===== src/mips_isa_pkg.sv =====
package mips_isa_pkg;

    typedef logic [31:0] word_t;
    typedef logic [4:0]  reg_addr_t;
    typedef logic [4:0]  shamt_t;
    typedef logic [15:0] imm_t;
    typedef logic [5:0]  opcode_t;
    typedef logic [5:0]  funct_t;

    // primary opcodes, instr[31:26]
    localparam opcode_t OP_SPECIAL = 6'b000000;
    localparam opcode_t OP_ADDI    = 6'b001000;
    localparam opcode_t OP_ADDIU   = 6'b001001;
    localparam opcode_t OP_SLTI    = 6'b001010;
    localparam opcode_t OP_SLTIU   = 6'b001011;
    localparam opcode_t OP_ANDI    = 6'b001100;
    localparam opcode_t OP_ORI     = 6'b001101;
    localparam opcode_t OP_XORI    = 6'b001110;
    localparam opcode_t OP_LUI     = 6'b001111;

    // special group function codes, instr[5:0]

    // shifts by the shamt field
    localparam funct_t F_SLL  = 6'b000000;
    localparam funct_t F_SRL  = 6'b000010;
    localparam funct_t F_SRA  = 6'b000011;

    // shifts by rs[4:0]
    localparam funct_t F_SLLV = 6'b000100;
    localparam funct_t F_SRLV = 6'b000110;
    localparam funct_t F_SRAV = 6'b000111;

    // add and subtract, trapping and non-trapping
    localparam funct_t F_ADD  = 6'b100000;
    localparam funct_t F_ADDU = 6'b100001;
    localparam funct_t F_SUB  = 6'b100010;
    localparam funct_t F_SUBU = 6'b100011;

    // bitwise logic
    localparam funct_t F_AND  = 6'b100100;
    localparam funct_t F_OR   = 6'b100101;
    localparam funct_t F_XOR  = 6'b100110;
    localparam funct_t F_NOR  = 6'b100111;

    // set on less than
    localparam funct_t F_SLT  = 6'b101010;
    localparam funct_t F_SLTU = 6'b101011;

endpackage


===== src/exec_ctrl_pkg.sv =====
package exec_ctrl_pkg;

    // operation performed by the execute stage
    typedef enum logic [3:0] {
        ALU_ADD  = 4'd0,
        ALU_SUB  = 4'd1,
        ALU_AND  = 4'd2,
        ALU_OR   = 4'd3,
        ALU_XOR  = 4'd4,
        ALU_NOR  = 4'd5,
        ALU_SLT  = 4'd6,
        ALU_SLTU = 4'd7,
        ALU_SLL  = 4'd8,
        ALU_SRL  = 4'd9,
        ALU_SRA  = 4'd10,
        ALU_LUI  = 4'd11
    } alu_func_e;

    // source of the second ALU operand
    typedef enum logic [0:0] {
        OPB_REG = 1'b0,
        OPB_IMM = 1'b1
    } operand_b_sel_e;

endpackage


===== src/instr_decode.sv =====
module instr_decode (
    input  logic                     instr_valid,
    input  mips_isa_pkg::word_t      instr,
    input  mips_isa_pkg::word_t      rs_data,
    input  mips_isa_pkg::word_t      rt_data,
    input  logic                     ex_write,
    input  mips_isa_pkg::reg_addr_t  ex_dest,
    input  mips_isa_pkg::word_t      ex_result,
    output mips_isa_pkg::reg_addr_t  rs_addr,
    output mips_isa_pkg::reg_addr_t  rt_addr,
    output logic                     dec_valid,
    output exec_ctrl_pkg::alu_func_e dec_func,
    output mips_isa_pkg::word_t      dec_opa,
    output mips_isa_pkg::word_t      dec_opb,
    output mips_isa_pkg::shamt_t     dec_shamt,
    output mips_isa_pkg::reg_addr_t  dec_dest,
    output logic                     dec_regwrite,
    output logic                     dec_ov_check,
    output logic                     dec_reserved
);

    mips_isa_pkg::opcode_t         opcode;
    mips_isa_pkg::funct_t          funct;
    mips_isa_pkg::reg_addr_t       rd_addr;
    mips_isa_pkg::shamt_t          shamt_field;
    mips_isa_pkg::imm_t            imm;
    mips_isa_pkg::word_t           imm_ext;
    mips_isa_pkg::word_t           rs_val;
    mips_isa_pkg::word_t           rt_val;
    exec_ctrl_pkg::operand_b_sel_e b_sel;
    logic                          zero_ext;
    logic                          dest_rd;
    logic                          shamt_var;

    assign opcode      = instr[31:26];
    assign rs_addr     = instr[25:21];
    assign rt_addr     = instr[20:16];
    assign rd_addr     = instr[15:11];
    assign shamt_field = instr[10:6];
    assign funct       = instr[5:0];
    assign imm         = instr[15:0];

    always_comb begin
        dec_func     = exec_ctrl_pkg::ALU_ADD;
        b_sel        = exec_ctrl_pkg::OPB_REG;
        zero_ext     = 1'b0;
        dest_rd      = 1'b0;
        shamt_var    = 1'b0;
        dec_regwrite = 1'b0;
        dec_ov_check = 1'b0;
        dec_reserved = 1'b0;
        case (opcode)
            mips_isa_pkg::OP_SPECIAL: begin
                dest_rd      = 1'b1;
                dec_regwrite = 1'b1;
                case (funct)
                    mips_isa_pkg::F_ADD: begin
                        dec_func     = exec_ctrl_pkg::ALU_ADD;
                        dec_ov_check = 1'b1;
                    end
                    mips_isa_pkg::F_ADDU: dec_func = exec_ctrl_pkg::ALU_ADD;
                    mips_isa_pkg::F_SUB: begin
                        dec_func     = exec_ctrl_pkg::ALU_SUB;
                        dec_ov_check = 1'b1;
                    end
                    mips_isa_pkg::F_SUBU: dec_func = exec_ctrl_pkg::ALU_SUB;
                    mips_isa_pkg::F_AND:  dec_func = exec_ctrl_pkg::ALU_AND;
                    mips_isa_pkg::F_OR:   dec_func = exec_ctrl_pkg::ALU_OR;
                    mips_isa_pkg::F_XOR:  dec_func = exec_ctrl_pkg::ALU_XOR;
                    mips_isa_pkg::F_NOR:  dec_func = exec_ctrl_pkg::ALU_NOR;
                    mips_isa_pkg::F_SLT:  dec_func = exec_ctrl_pkg::ALU_SLT;
                    mips_isa_pkg::F_SLTU: dec_func = exec_ctrl_pkg::ALU_SLTU;
                    mips_isa_pkg::F_SLL:  dec_func = exec_ctrl_pkg::ALU_SLL;
                    mips_isa_pkg::F_SRL:  dec_func = exec_ctrl_pkg::ALU_SRL;
                    mips_isa_pkg::F_SRA:  dec_func = exec_ctrl_pkg::ALU_SRA;
                    mips_isa_pkg::F_SLLV: begin
                        dec_func  = exec_ctrl_pkg::ALU_SLL;
                        shamt_var = 1'b1;
                    end
                    mips_isa_pkg::F_SRLV: begin
                        dec_func  = exec_ctrl_pkg::ALU_SRL;
                        shamt_var = 1'b1;
                    end
                    mips_isa_pkg::F_SRAV: begin
                        dec_func  = exec_ctrl_pkg::ALU_SRA;
                        shamt_var = 1'b1;
                    end
                    default: begin
                        dec_regwrite = 1'b0;
                        dec_reserved = 1'b1;
                    end
                endcase
            end
            mips_isa_pkg::OP_ADDI: begin
                dec_func     = exec_ctrl_pkg::ALU_ADD;
                b_sel        = exec_ctrl_pkg::OPB_IMM;
                dec_regwrite = 1'b1;
                dec_ov_check = 1'b1;
            end
            mips_isa_pkg::OP_ADDIU: begin
                dec_func     = exec_ctrl_pkg::ALU_ADD;
                b_sel        = exec_ctrl_pkg::OPB_IMM;
                dec_regwrite = 1'b1;
            end
            mips_isa_pkg::OP_SLTI: begin
                dec_func     = exec_ctrl_pkg::ALU_SLT;
                b_sel        = exec_ctrl_pkg::OPB_IMM;
                dec_regwrite = 1'b1;
            end
            // sltiu still sign-extends, only the compare is unsigned
            mips_isa_pkg::OP_SLTIU: begin
                dec_func     = exec_ctrl_pkg::ALU_SLTU;
                b_sel        = exec_ctrl_pkg::OPB_IMM;
                dec_regwrite = 1'b1;
            end
            mips_isa_pkg::OP_ANDI: begin
                dec_func     = exec_ctrl_pkg::ALU_AND;
                b_sel        = exec_ctrl_pkg::OPB_IMM;
                zero_ext     = 1'b1;
                dec_regwrite = 1'b1;
            end
            mips_isa_pkg::OP_ORI: begin
                dec_func     = exec_ctrl_pkg::ALU_OR;
                b_sel        = exec_ctrl_pkg::OPB_IMM;
                zero_ext     = 1'b1;
                dec_regwrite = 1'b1;
            end
            mips_isa_pkg::OP_XORI: begin
                dec_func     = exec_ctrl_pkg::ALU_XOR;
                b_sel        = exec_ctrl_pkg::OPB_IMM;
                zero_ext     = 1'b1;
                dec_regwrite = 1'b1;
            end
            mips_isa_pkg::OP_LUI: begin
                dec_func     = exec_ctrl_pkg::ALU_LUI;
                b_sel        = exec_ctrl_pkg::OPB_IMM;
                dec_regwrite = 1'b1;
            end
            default: dec_reserved = 1'b1;
        endcase
    end

    assign imm_ext = zero_ext ? {16'h0000, imm} : {{16{imm[15]}}, imm};

    // ex_write is never set for r0, so a match here is always a real register
    assign rs_val = (ex_write && ex_dest == rs_addr) ? ex_result : rs_data;
    assign rt_val = (ex_write && ex_dest == rt_addr) ? ex_result : rt_data;

    assign dec_valid = instr_valid;
    assign dec_opa   = rs_val;
    assign dec_opb   = (b_sel == exec_ctrl_pkg::OPB_IMM) ? imm_ext : rt_val;
    assign dec_shamt = shamt_var ? rs_val[4:0] : shamt_field;
    assign dec_dest  = dest_rd ? rd_addr : rt_addr;

endmodule


===== src/alu_execute.sv =====
module alu_execute (
    input  logic                     clk,
    input  logic                     arst_n,
    input  logic                     dec_valid,
    input  exec_ctrl_pkg::alu_func_e dec_func,
    input  mips_isa_pkg::word_t      dec_opa,
    input  mips_isa_pkg::word_t      dec_opb,
    input  mips_isa_pkg::shamt_t     dec_shamt,
    input  mips_isa_pkg::reg_addr_t  dec_dest,
    input  logic                     dec_regwrite,
    input  logic                     dec_ov_check,
    input  logic                     dec_reserved,
    output logic                     ex_valid,
    output mips_isa_pkg::reg_addr_t  ex_dest,
    output mips_isa_pkg::word_t      ex_result,
    output logic                     ex_write,
    output logic                     ex_overflow,
    output logic                     ex_reserved
);

    logic                     valid_q;
    logic                     regwrite_q;
    logic                     ov_check_q;
    logic                     reserved_q;
    exec_ctrl_pkg::alu_func_e func_q;
    mips_isa_pkg::word_t      opa_q;
    mips_isa_pkg::word_t      opb_q;
    mips_isa_pkg::shamt_t     shamt_q;
    mips_isa_pkg::reg_addr_t  dest_q;
    mips_isa_pkg::word_t      sum;
    mips_isa_pkg::word_t      diff;
    logic                     add_ovf;
    logic                     sub_ovf;
    logic                     ovf;

    always_ff @(posedge clk or negedge arst_n) begin
        if (!arst_n) begin
            valid_q    <= 1'b0;
            regwrite_q <= 1'b0;
            ov_check_q <= 1'b0;
            reserved_q <= 1'b0;
        end else begin
            valid_q    <= dec_valid;
            regwrite_q <= dec_regwrite;
            ov_check_q <= dec_ov_check;
            reserved_q <= dec_reserved;
        end
    end

    always_ff @(posedge clk) begin
        if (dec_valid) begin
            func_q  <= dec_func;
            opa_q   <= dec_opa;
            opb_q   <= dec_opb;
            shamt_q <= dec_shamt;
            dest_q  <= dec_dest;
        end
    end

    assign sum  = opa_q + opb_q;
    assign diff = opa_q - opb_q;

    // operands of equal sign, result of the other sign
    assign add_ovf = (opa_q[31] == opb_q[31]) && (sum[31] != opa_q[31]);
    assign sub_ovf = (opa_q[31] != opb_q[31]) && (diff[31] != opa_q[31]);

    always_comb begin
        case (func_q)
            exec_ctrl_pkg::ALU_ADD:  ex_result = sum;
            exec_ctrl_pkg::ALU_SUB:  ex_result = diff;
            exec_ctrl_pkg::ALU_AND:  ex_result = opa_q & opb_q;
            exec_ctrl_pkg::ALU_OR:   ex_result = opa_q | opb_q;
            exec_ctrl_pkg::ALU_XOR:  ex_result = opa_q ^ opb_q;
            exec_ctrl_pkg::ALU_NOR:  ex_result = ~(opa_q | opb_q);
            exec_ctrl_pkg::ALU_SLT:  ex_result = {31'd0, $signed(opa_q) < $signed(opb_q)};
            exec_ctrl_pkg::ALU_SLTU: ex_result = {31'd0, opa_q < opb_q};
            exec_ctrl_pkg::ALU_SLL:  ex_result = opb_q << shamt_q;
            exec_ctrl_pkg::ALU_SRL:  ex_result = opb_q >> shamt_q;
            exec_ctrl_pkg::ALU_SRA:  ex_result = $signed(opb_q) >>> shamt_q;
            exec_ctrl_pkg::ALU_LUI:  ex_result = {opb_q[15:0], 16'h0000};
            default:                 ex_result = '0;
        endcase
    end

    always_comb begin
        ovf = 1'b0;
        if (ov_check_q) begin
            ovf = (func_q == exec_ctrl_pkg::ALU_SUB) ? sub_ovf : add_ovf;
        end
    end

    assign ex_valid    = valid_q;
    assign ex_dest     = dest_q;
    assign ex_overflow = valid_q & ovf;
    assign ex_reserved = valid_q & reserved_q;
    assign ex_write    = valid_q & regwrite_q & ~ovf & ~reserved_q & (dest_q != '0);

endmodule


===== src/reg_writeback.sv =====
module reg_writeback (
    input  logic                    clk,
    input  logic                    arst_n,
    input  logic                    ex_valid,
    input  mips_isa_pkg::reg_addr_t ex_dest,
    input  mips_isa_pkg::word_t     ex_result,
    input  logic                    ex_write,
    input  logic                    ex_overflow,
    input  logic                    ex_reserved,
    input  mips_isa_pkg::reg_addr_t rs_addr,
    input  mips_isa_pkg::reg_addr_t rt_addr,
    output mips_isa_pkg::word_t     rs_data,
    output mips_isa_pkg::word_t     rt_data,
    output logic                    wb_valid,
    output mips_isa_pkg::reg_addr_t wb_reg,
    output mips_isa_pkg::word_t     wb_data,
    output logic                    exc_reserved,
    output logic                    exc_overflow
);

    // r0 has no storage, it is hardwired to zero on read
    mips_isa_pkg::word_t regs [1:31];

    always_ff @(posedge clk or negedge arst_n) begin
        if (!arst_n) begin
            for (int i = 1; i < 32; i++) begin
                regs[i] <= '0;
            end
        end else if (ex_write) begin
            regs[ex_dest] <= ex_result;
        end
    end

    assign rs_data = (rs_addr == '0) ? '0 : regs[rs_addr];
    assign rt_data = (rt_addr == '0) ? '0 : regs[rt_addr];

    // one pulse per executed instruction
    always_ff @(posedge clk or negedge arst_n) begin
        if (!arst_n) begin
            wb_valid     <= 1'b0;
            exc_reserved <= 1'b0;
            exc_overflow <= 1'b0;
        end else begin
            wb_valid     <= ex_valid & ~ex_reserved & ~ex_overflow;
            exc_reserved <= ex_reserved;
            exc_overflow <= ex_overflow;
        end
    end

    // a write to r0 still reports its computed data
    always_ff @(posedge clk) begin
        if (ex_valid) begin
            wb_reg  <= ex_dest;
            wb_data <= ex_result;
        end
    end

endmodule


===== src/int_exec_core.sv =====
module int_exec_core (
    input  logic                    clk,
    input  logic                    arst_n,
    input  logic                    instr_valid,
    input  mips_isa_pkg::word_t     instr,
    output logic                    wb_valid,
    output mips_isa_pkg::reg_addr_t wb_reg,
    output mips_isa_pkg::word_t     wb_data,
    output logic                    exc_reserved,
    output logic                    exc_overflow
);

    mips_isa_pkg::reg_addr_t  rs_addr;
    mips_isa_pkg::reg_addr_t  rt_addr;
    mips_isa_pkg::word_t      rs_data;
    mips_isa_pkg::word_t      rt_data;

    logic                     dec_valid;
    exec_ctrl_pkg::alu_func_e dec_func;
    mips_isa_pkg::word_t      dec_opa;
    mips_isa_pkg::word_t      dec_opb;
    mips_isa_pkg::shamt_t     dec_shamt;
    mips_isa_pkg::reg_addr_t  dec_dest;
    logic                     dec_regwrite;
    logic                     dec_ov_check;
    logic                     dec_reserved;

    logic                     ex_valid;
    mips_isa_pkg::reg_addr_t  ex_dest;
    mips_isa_pkg::word_t      ex_result;
    logic                     ex_write;
    logic                     ex_overflow;
    logic                     ex_reserved;

    instr_decode instr_decode_inst (
        .instr_valid  (instr_valid),
        .instr        (instr),
        .rs_data      (rs_data),
        .rt_data      (rt_data),
        .ex_write     (ex_write),
        .ex_dest      (ex_dest),
        .ex_result    (ex_result),
        .rs_addr      (rs_addr),
        .rt_addr      (rt_addr),
        .dec_valid    (dec_valid),
        .dec_func     (dec_func),
        .dec_opa      (dec_opa),
        .dec_opb      (dec_opb),
        .dec_shamt    (dec_shamt),
        .dec_dest     (dec_dest),
        .dec_regwrite (dec_regwrite),
        .dec_ov_check (dec_ov_check),
        .dec_reserved (dec_reserved)
    );

    alu_execute alu_execute_inst (
        .clk          (clk),
        .arst_n       (arst_n),
        .dec_valid    (dec_valid),
        .dec_func     (dec_func),
        .dec_opa      (dec_opa),
        .dec_opb      (dec_opb),
        .dec_shamt    (dec_shamt),
        .dec_dest     (dec_dest),
        .dec_regwrite (dec_regwrite),
        .dec_ov_check (dec_ov_check),
        .dec_reserved (dec_reserved),
        .ex_valid     (ex_valid),
        .ex_dest      (ex_dest),
        .ex_result    (ex_result),
        .ex_write     (ex_write),
        .ex_overflow  (ex_overflow),
        .ex_reserved  (ex_reserved)
    );

    reg_writeback reg_writeback_inst (
        .clk          (clk),
        .arst_n       (arst_n),
        .ex_valid     (ex_valid),
        .ex_dest      (ex_dest),
        .ex_result    (ex_result),
        .ex_write     (ex_write),
        .ex_overflow  (ex_overflow),
        .ex_reserved  (ex_reserved),
        .rs_addr      (rs_addr),
        .rt_addr      (rt_addr),
        .rs_data      (rs_data),
        .rt_data      (rt_data),
        .wb_valid     (wb_valid),
        .wb_reg       (wb_reg),
        .wb_data      (wb_data),
        .exc_reserved (exc_reserved),
        .exc_overflow (exc_overflow)
    );

endmodule


===== config.mk =====
export PLATFORM = sky130hd
export DESIGN_NAME = int_exec_core
export DESIGN_NICKNAME = d
export VERILOG_FILES = /design/src/mips_isa_pkg.sv /design/src/exec_ctrl_pkg.sv /design/src/instr_decode.sv /design/src/alu_execute.sv /design/src/reg_writeback.sv /design/src/int_exec_core.sv
export SDC_FILE = /design/constraint.sdc
export NUM_CORES = 2
export LEC_CHECK = 0
export BUFFER_PORTS_ARGS = -buffer_cell sky130_fd_sc_hd__buf_2
export CAP_MARGIN = 20
export CORE_ASPECT_RATIO = 0.9
export CORE_UTILIZATION = 25
export CTS_CLUSTER_SIZE = 14
export DETAILED_ROUTE_END_ITERATION = 8
export SLEW_MARGIN = 5
export SYNTH_ARGS = -nofsm -noshare
export SYNTH_HDL_FRONTEND = slang
export SYNTH_SLANG_ARGS = --single-unit
export TNS_END_PERCENT = 30

===== constraint.sdc =====
create_clock -name clk -period 8.4 [get_ports clk]
set_clock_uncertainty 0.1 [all_clocks]
set_input_delay 0.42 -clock clk [delete_from_list [all_inputs] [get_ports clk]]
set_output_delay 0.42 -clock clk [all_outputs]
set_load 0.005 [all_outputs]

==> results_dict.tcl <==
set metrics [dict create \
    status "finished with violations" \
    violations "design-rule violations" \
    root_buffer "clkbuf_16" \
    fill_cells 27000 \
    ir_worst_vdd_v 0.000170 \
    setup_viol 0 \
    grt_util_all_layers 0.183 \
    areaGrowthSynthToFinish_pct 12.6 \
    rsz0062_at_grt "false" \
    gr-total-overflow 0 \
    crit_cells 13 \
    worstSetupEndpointType "flop" \
    fin_nets 5585 \
    cp_slowest_cell "nand3_1" \
    drive_gt1_frac 0.286 \
    grt_pass1_vias 49500 \
    worstSkewPairLatency_ns 0.79 \
    final_common_cell "dfrtp_1" \
    clk_pin_slew_ns 0.06 \
    design_area_mm2 0.0749 \
    crit_fanout 32 \
    reg2reg_slack_ns 2.08 \
    drt-initial-drc-count 6067 \
    wl_per_cell_um 27.4 \
    cts_buffers 118 \
    cts_setup_buffers 0 \
    reg2reg_depth 13 \
    cp-start-kind "flop" \
    drt-total-wl_um 249000 \
    max-cap-violations 0 \
    period_needed_ns 6.32 \
    dpl.hpwl_um 158000 \
    synth_seq_area_share 0.428 \
    cp-endpoint "reg_writeback_inst.regs[894]" \
    dieWidth_um 545 \
    gp_congestion 1.04 \
    synth_edf_count 115 \
    crit_arrival_ns 6.86 \
    synthesis.area_mm2 0.0665 \
    cp_top_family "simple AND/OR/NAND/NOR gates" \
    vias 50100 \
    required_ns 8.93 \
    fin_crit_sh 0.753 \
    max_stage_delay_ns 0.85 \
    worst-path-buf-inv 2 \
    crit_chain "inv_1 -> ha_1 -> or3_1 -> a311oi_1 -> o21a_1 -> o32a_2 -> a31oi_4 -> mux2i_1 -> nor2_4 -> nand3_1 -> nor4_4 -> buf_4 -> mux2_2" \
    synth_cell_type_count 90 \
    cts_buffer_depth 3 \
    yosys_warnings 0 \
    final_cell_mix "dfrtp_1, mux4_2, nand2_1, o21ai_0, mux2_2" \
    grt_antenna_before_repair 12 \
    finalSetupTns_ns 0 \
    grt_pass1_wl_um 363000 \
    async_reset_ff_frac 0.897 \
    hold_violations 0 \
    ant_nets 0 \
    numPortBuffers 74 \
    cellLeakagePower_nw 31.4 \
    grt_max_degree 173 \
    ios 75 \
    largest_reg_flops 992 \
    place_area_mm2 0.0706 \
    p_per_area_mw_per_mm2 174 \
    die_y_um 491 \
    r2r-end "reg_writeback_inst.regs[894]" \
    start_util 0.251 \
    cts.sinks 1114 \
    r2r-start "alu_execute_inst.opb_q[2]" \
    avgSynthCellArea_um2 11.7 \
    critPathKind "flop to flop" \
    regMostFlops "reg_writeback_inst.regs" \
    syn_nets 5803 \
    coreArea_mm2 0.264 \
    slew_headroom 0.211 \
    hold_path.class "input port to flop" \
    ys_ff_latch 1114 \
    synthFlopType "dfrtp_1" \
    htree_levels 3 \
    worst_pin_slew_ns 1.18 \
    fmax_mhz 158 \
    post-route-drc-count 36 \
    fp-row-count 179 \
    finalMaxSlewViolations 0 \
    cts_tree "yes" \
    synthCells 5659 \
    critPathLaunch "alu_execute_inst.opb_q[2]" \
    via_per_inst 5.52 \
    dieArea_mm2 0.268 \
    first_pass_iters 9 \
]
-- cell usage after synthesis, types with 39 or more instances --
| cell | instances | area, um2 |
|---|---|---|
| dfrtp_1 | 999 | 25000 |
| mux4_2 | 607 | 13700 |
| nand2_1 | 592 | 2220 |
| o21ai_0 | 562 | 2810 |
| mux2_2 | 500 | 5630 |
| clkbuf_1 | 402 | 1510 |
| nor2_1 | 323 | 1210 |
| a21oi_1 | 299 | 1500 |
| inv_1 | 157 | 589 |
| edfxtp_1 | 115 | 3450 |
| mux2i_1 | 111 | 1110 |
| ha_1 | 107 | 1340 |
| buf_2 | 74 | 370 |
| buf_1 | 69 | 259 |
| a22o_1 | 66 | 578 |
| mux2_1 | 48 | 541 |
| nand3_1 | 45 | 225 |
| nor3_1 | 41 | 205 |
| a211oi_1 | 39 | 293 |
-- through the flow --
| stage | hold WS, ns | utilization | setup WS, ns | power [mW] | cells |
|---|---|---|---|---|---|
| after floorplan | 0.0244 | - | 4.21 | 6.74 | 5659 |
| after global placement | 0.350 | 0.267 | 2.23 | 7.50 | 8837 |
| after detailed placement | 0.351 | 0.267 | 2.24 | 7.50 | 8837 |
| after CTS | 0.00529 | 0.283 | 2.23 | 13.1 | 9074 |
| after global routing | 0.0125 | 0.283 | 1.82 | 13.4 | 9074 |
| final | 0.0561 | 0.283 | 2.08 | 13.0 | 9076 |
-- metal layers --
metal  vias to the layer above  wire length (um)  global-route usage
met4                         8             10400              0.0691
met1                     26300            107000               0.257
met5                         -                48                   0
met3                       504             24900              0.0493
met2                      2608            107000               0.267
li1                      20800                 -                   -
-- worst min-delay path by stage --
stage / startpoint / endpoint / slack (ns) / depth (start not counted)
floorplan: arst_n / alu_execute_inst.ex_valid / 0.02 / 0
global placement: arst_n / reg_writeback_inst.regs[418] / 0.35 / 1
detailed placement: arst_n / reg_writeback_inst.regs[386] / 0.35 / 1
CTS: instr[8] / alu_execute_inst.shamt_q[2] / 0.005 / 2
global route: instr[8] / alu_execute_inst.shamt_q[2] / 0.01 / 2
finish: instr[8] / alu_execute_inst.shamt_q[2] / 0.06 / 2
-- repair_timing --
action / 4_1_cts / 5_1_grt
resized for setup: 0 / 0
hold buffers: 13 / 0
endpoints found under the setup margin: 0 / 0
endpoints found under the hold margin: 87 / 0
-- final cells by class --
cell class	count	area [um2]	share of cell area
multi-input combinational	3821	35400	0.474
clock inverter	47	577	0.00771
inverter	164	616	0.00822
clock buffer	177	3570	0.0477
antenna	2	5.00	0.0000669
sequential	1114	28500	0.380
tap	3529	4420	0.0590
timing repair buffer	222	1770	0.0237
-- power by group --
group	internal (mW)	switching [mW]	total [mW]	leakage, nW
Combinational	0.533	1.23	1.76	14.2
Clock	3.20	2.38	5.58	2.05
Sequential	5.55	0.131	5.68	15.1
Total	9.29	3.74	13.0	31.4
-- cell families after synthesis --
kind of cell	synth area share
and+or+nand+nor	0.0777
xor gates and xnor gates	0.00250
buffers and inverters	0.0431
AOI/OAI and AO/OA	0.113
adders and majority gates	0.0207
muxes	0.315
DFF	0.428
(Power assumes the default switching activity.)
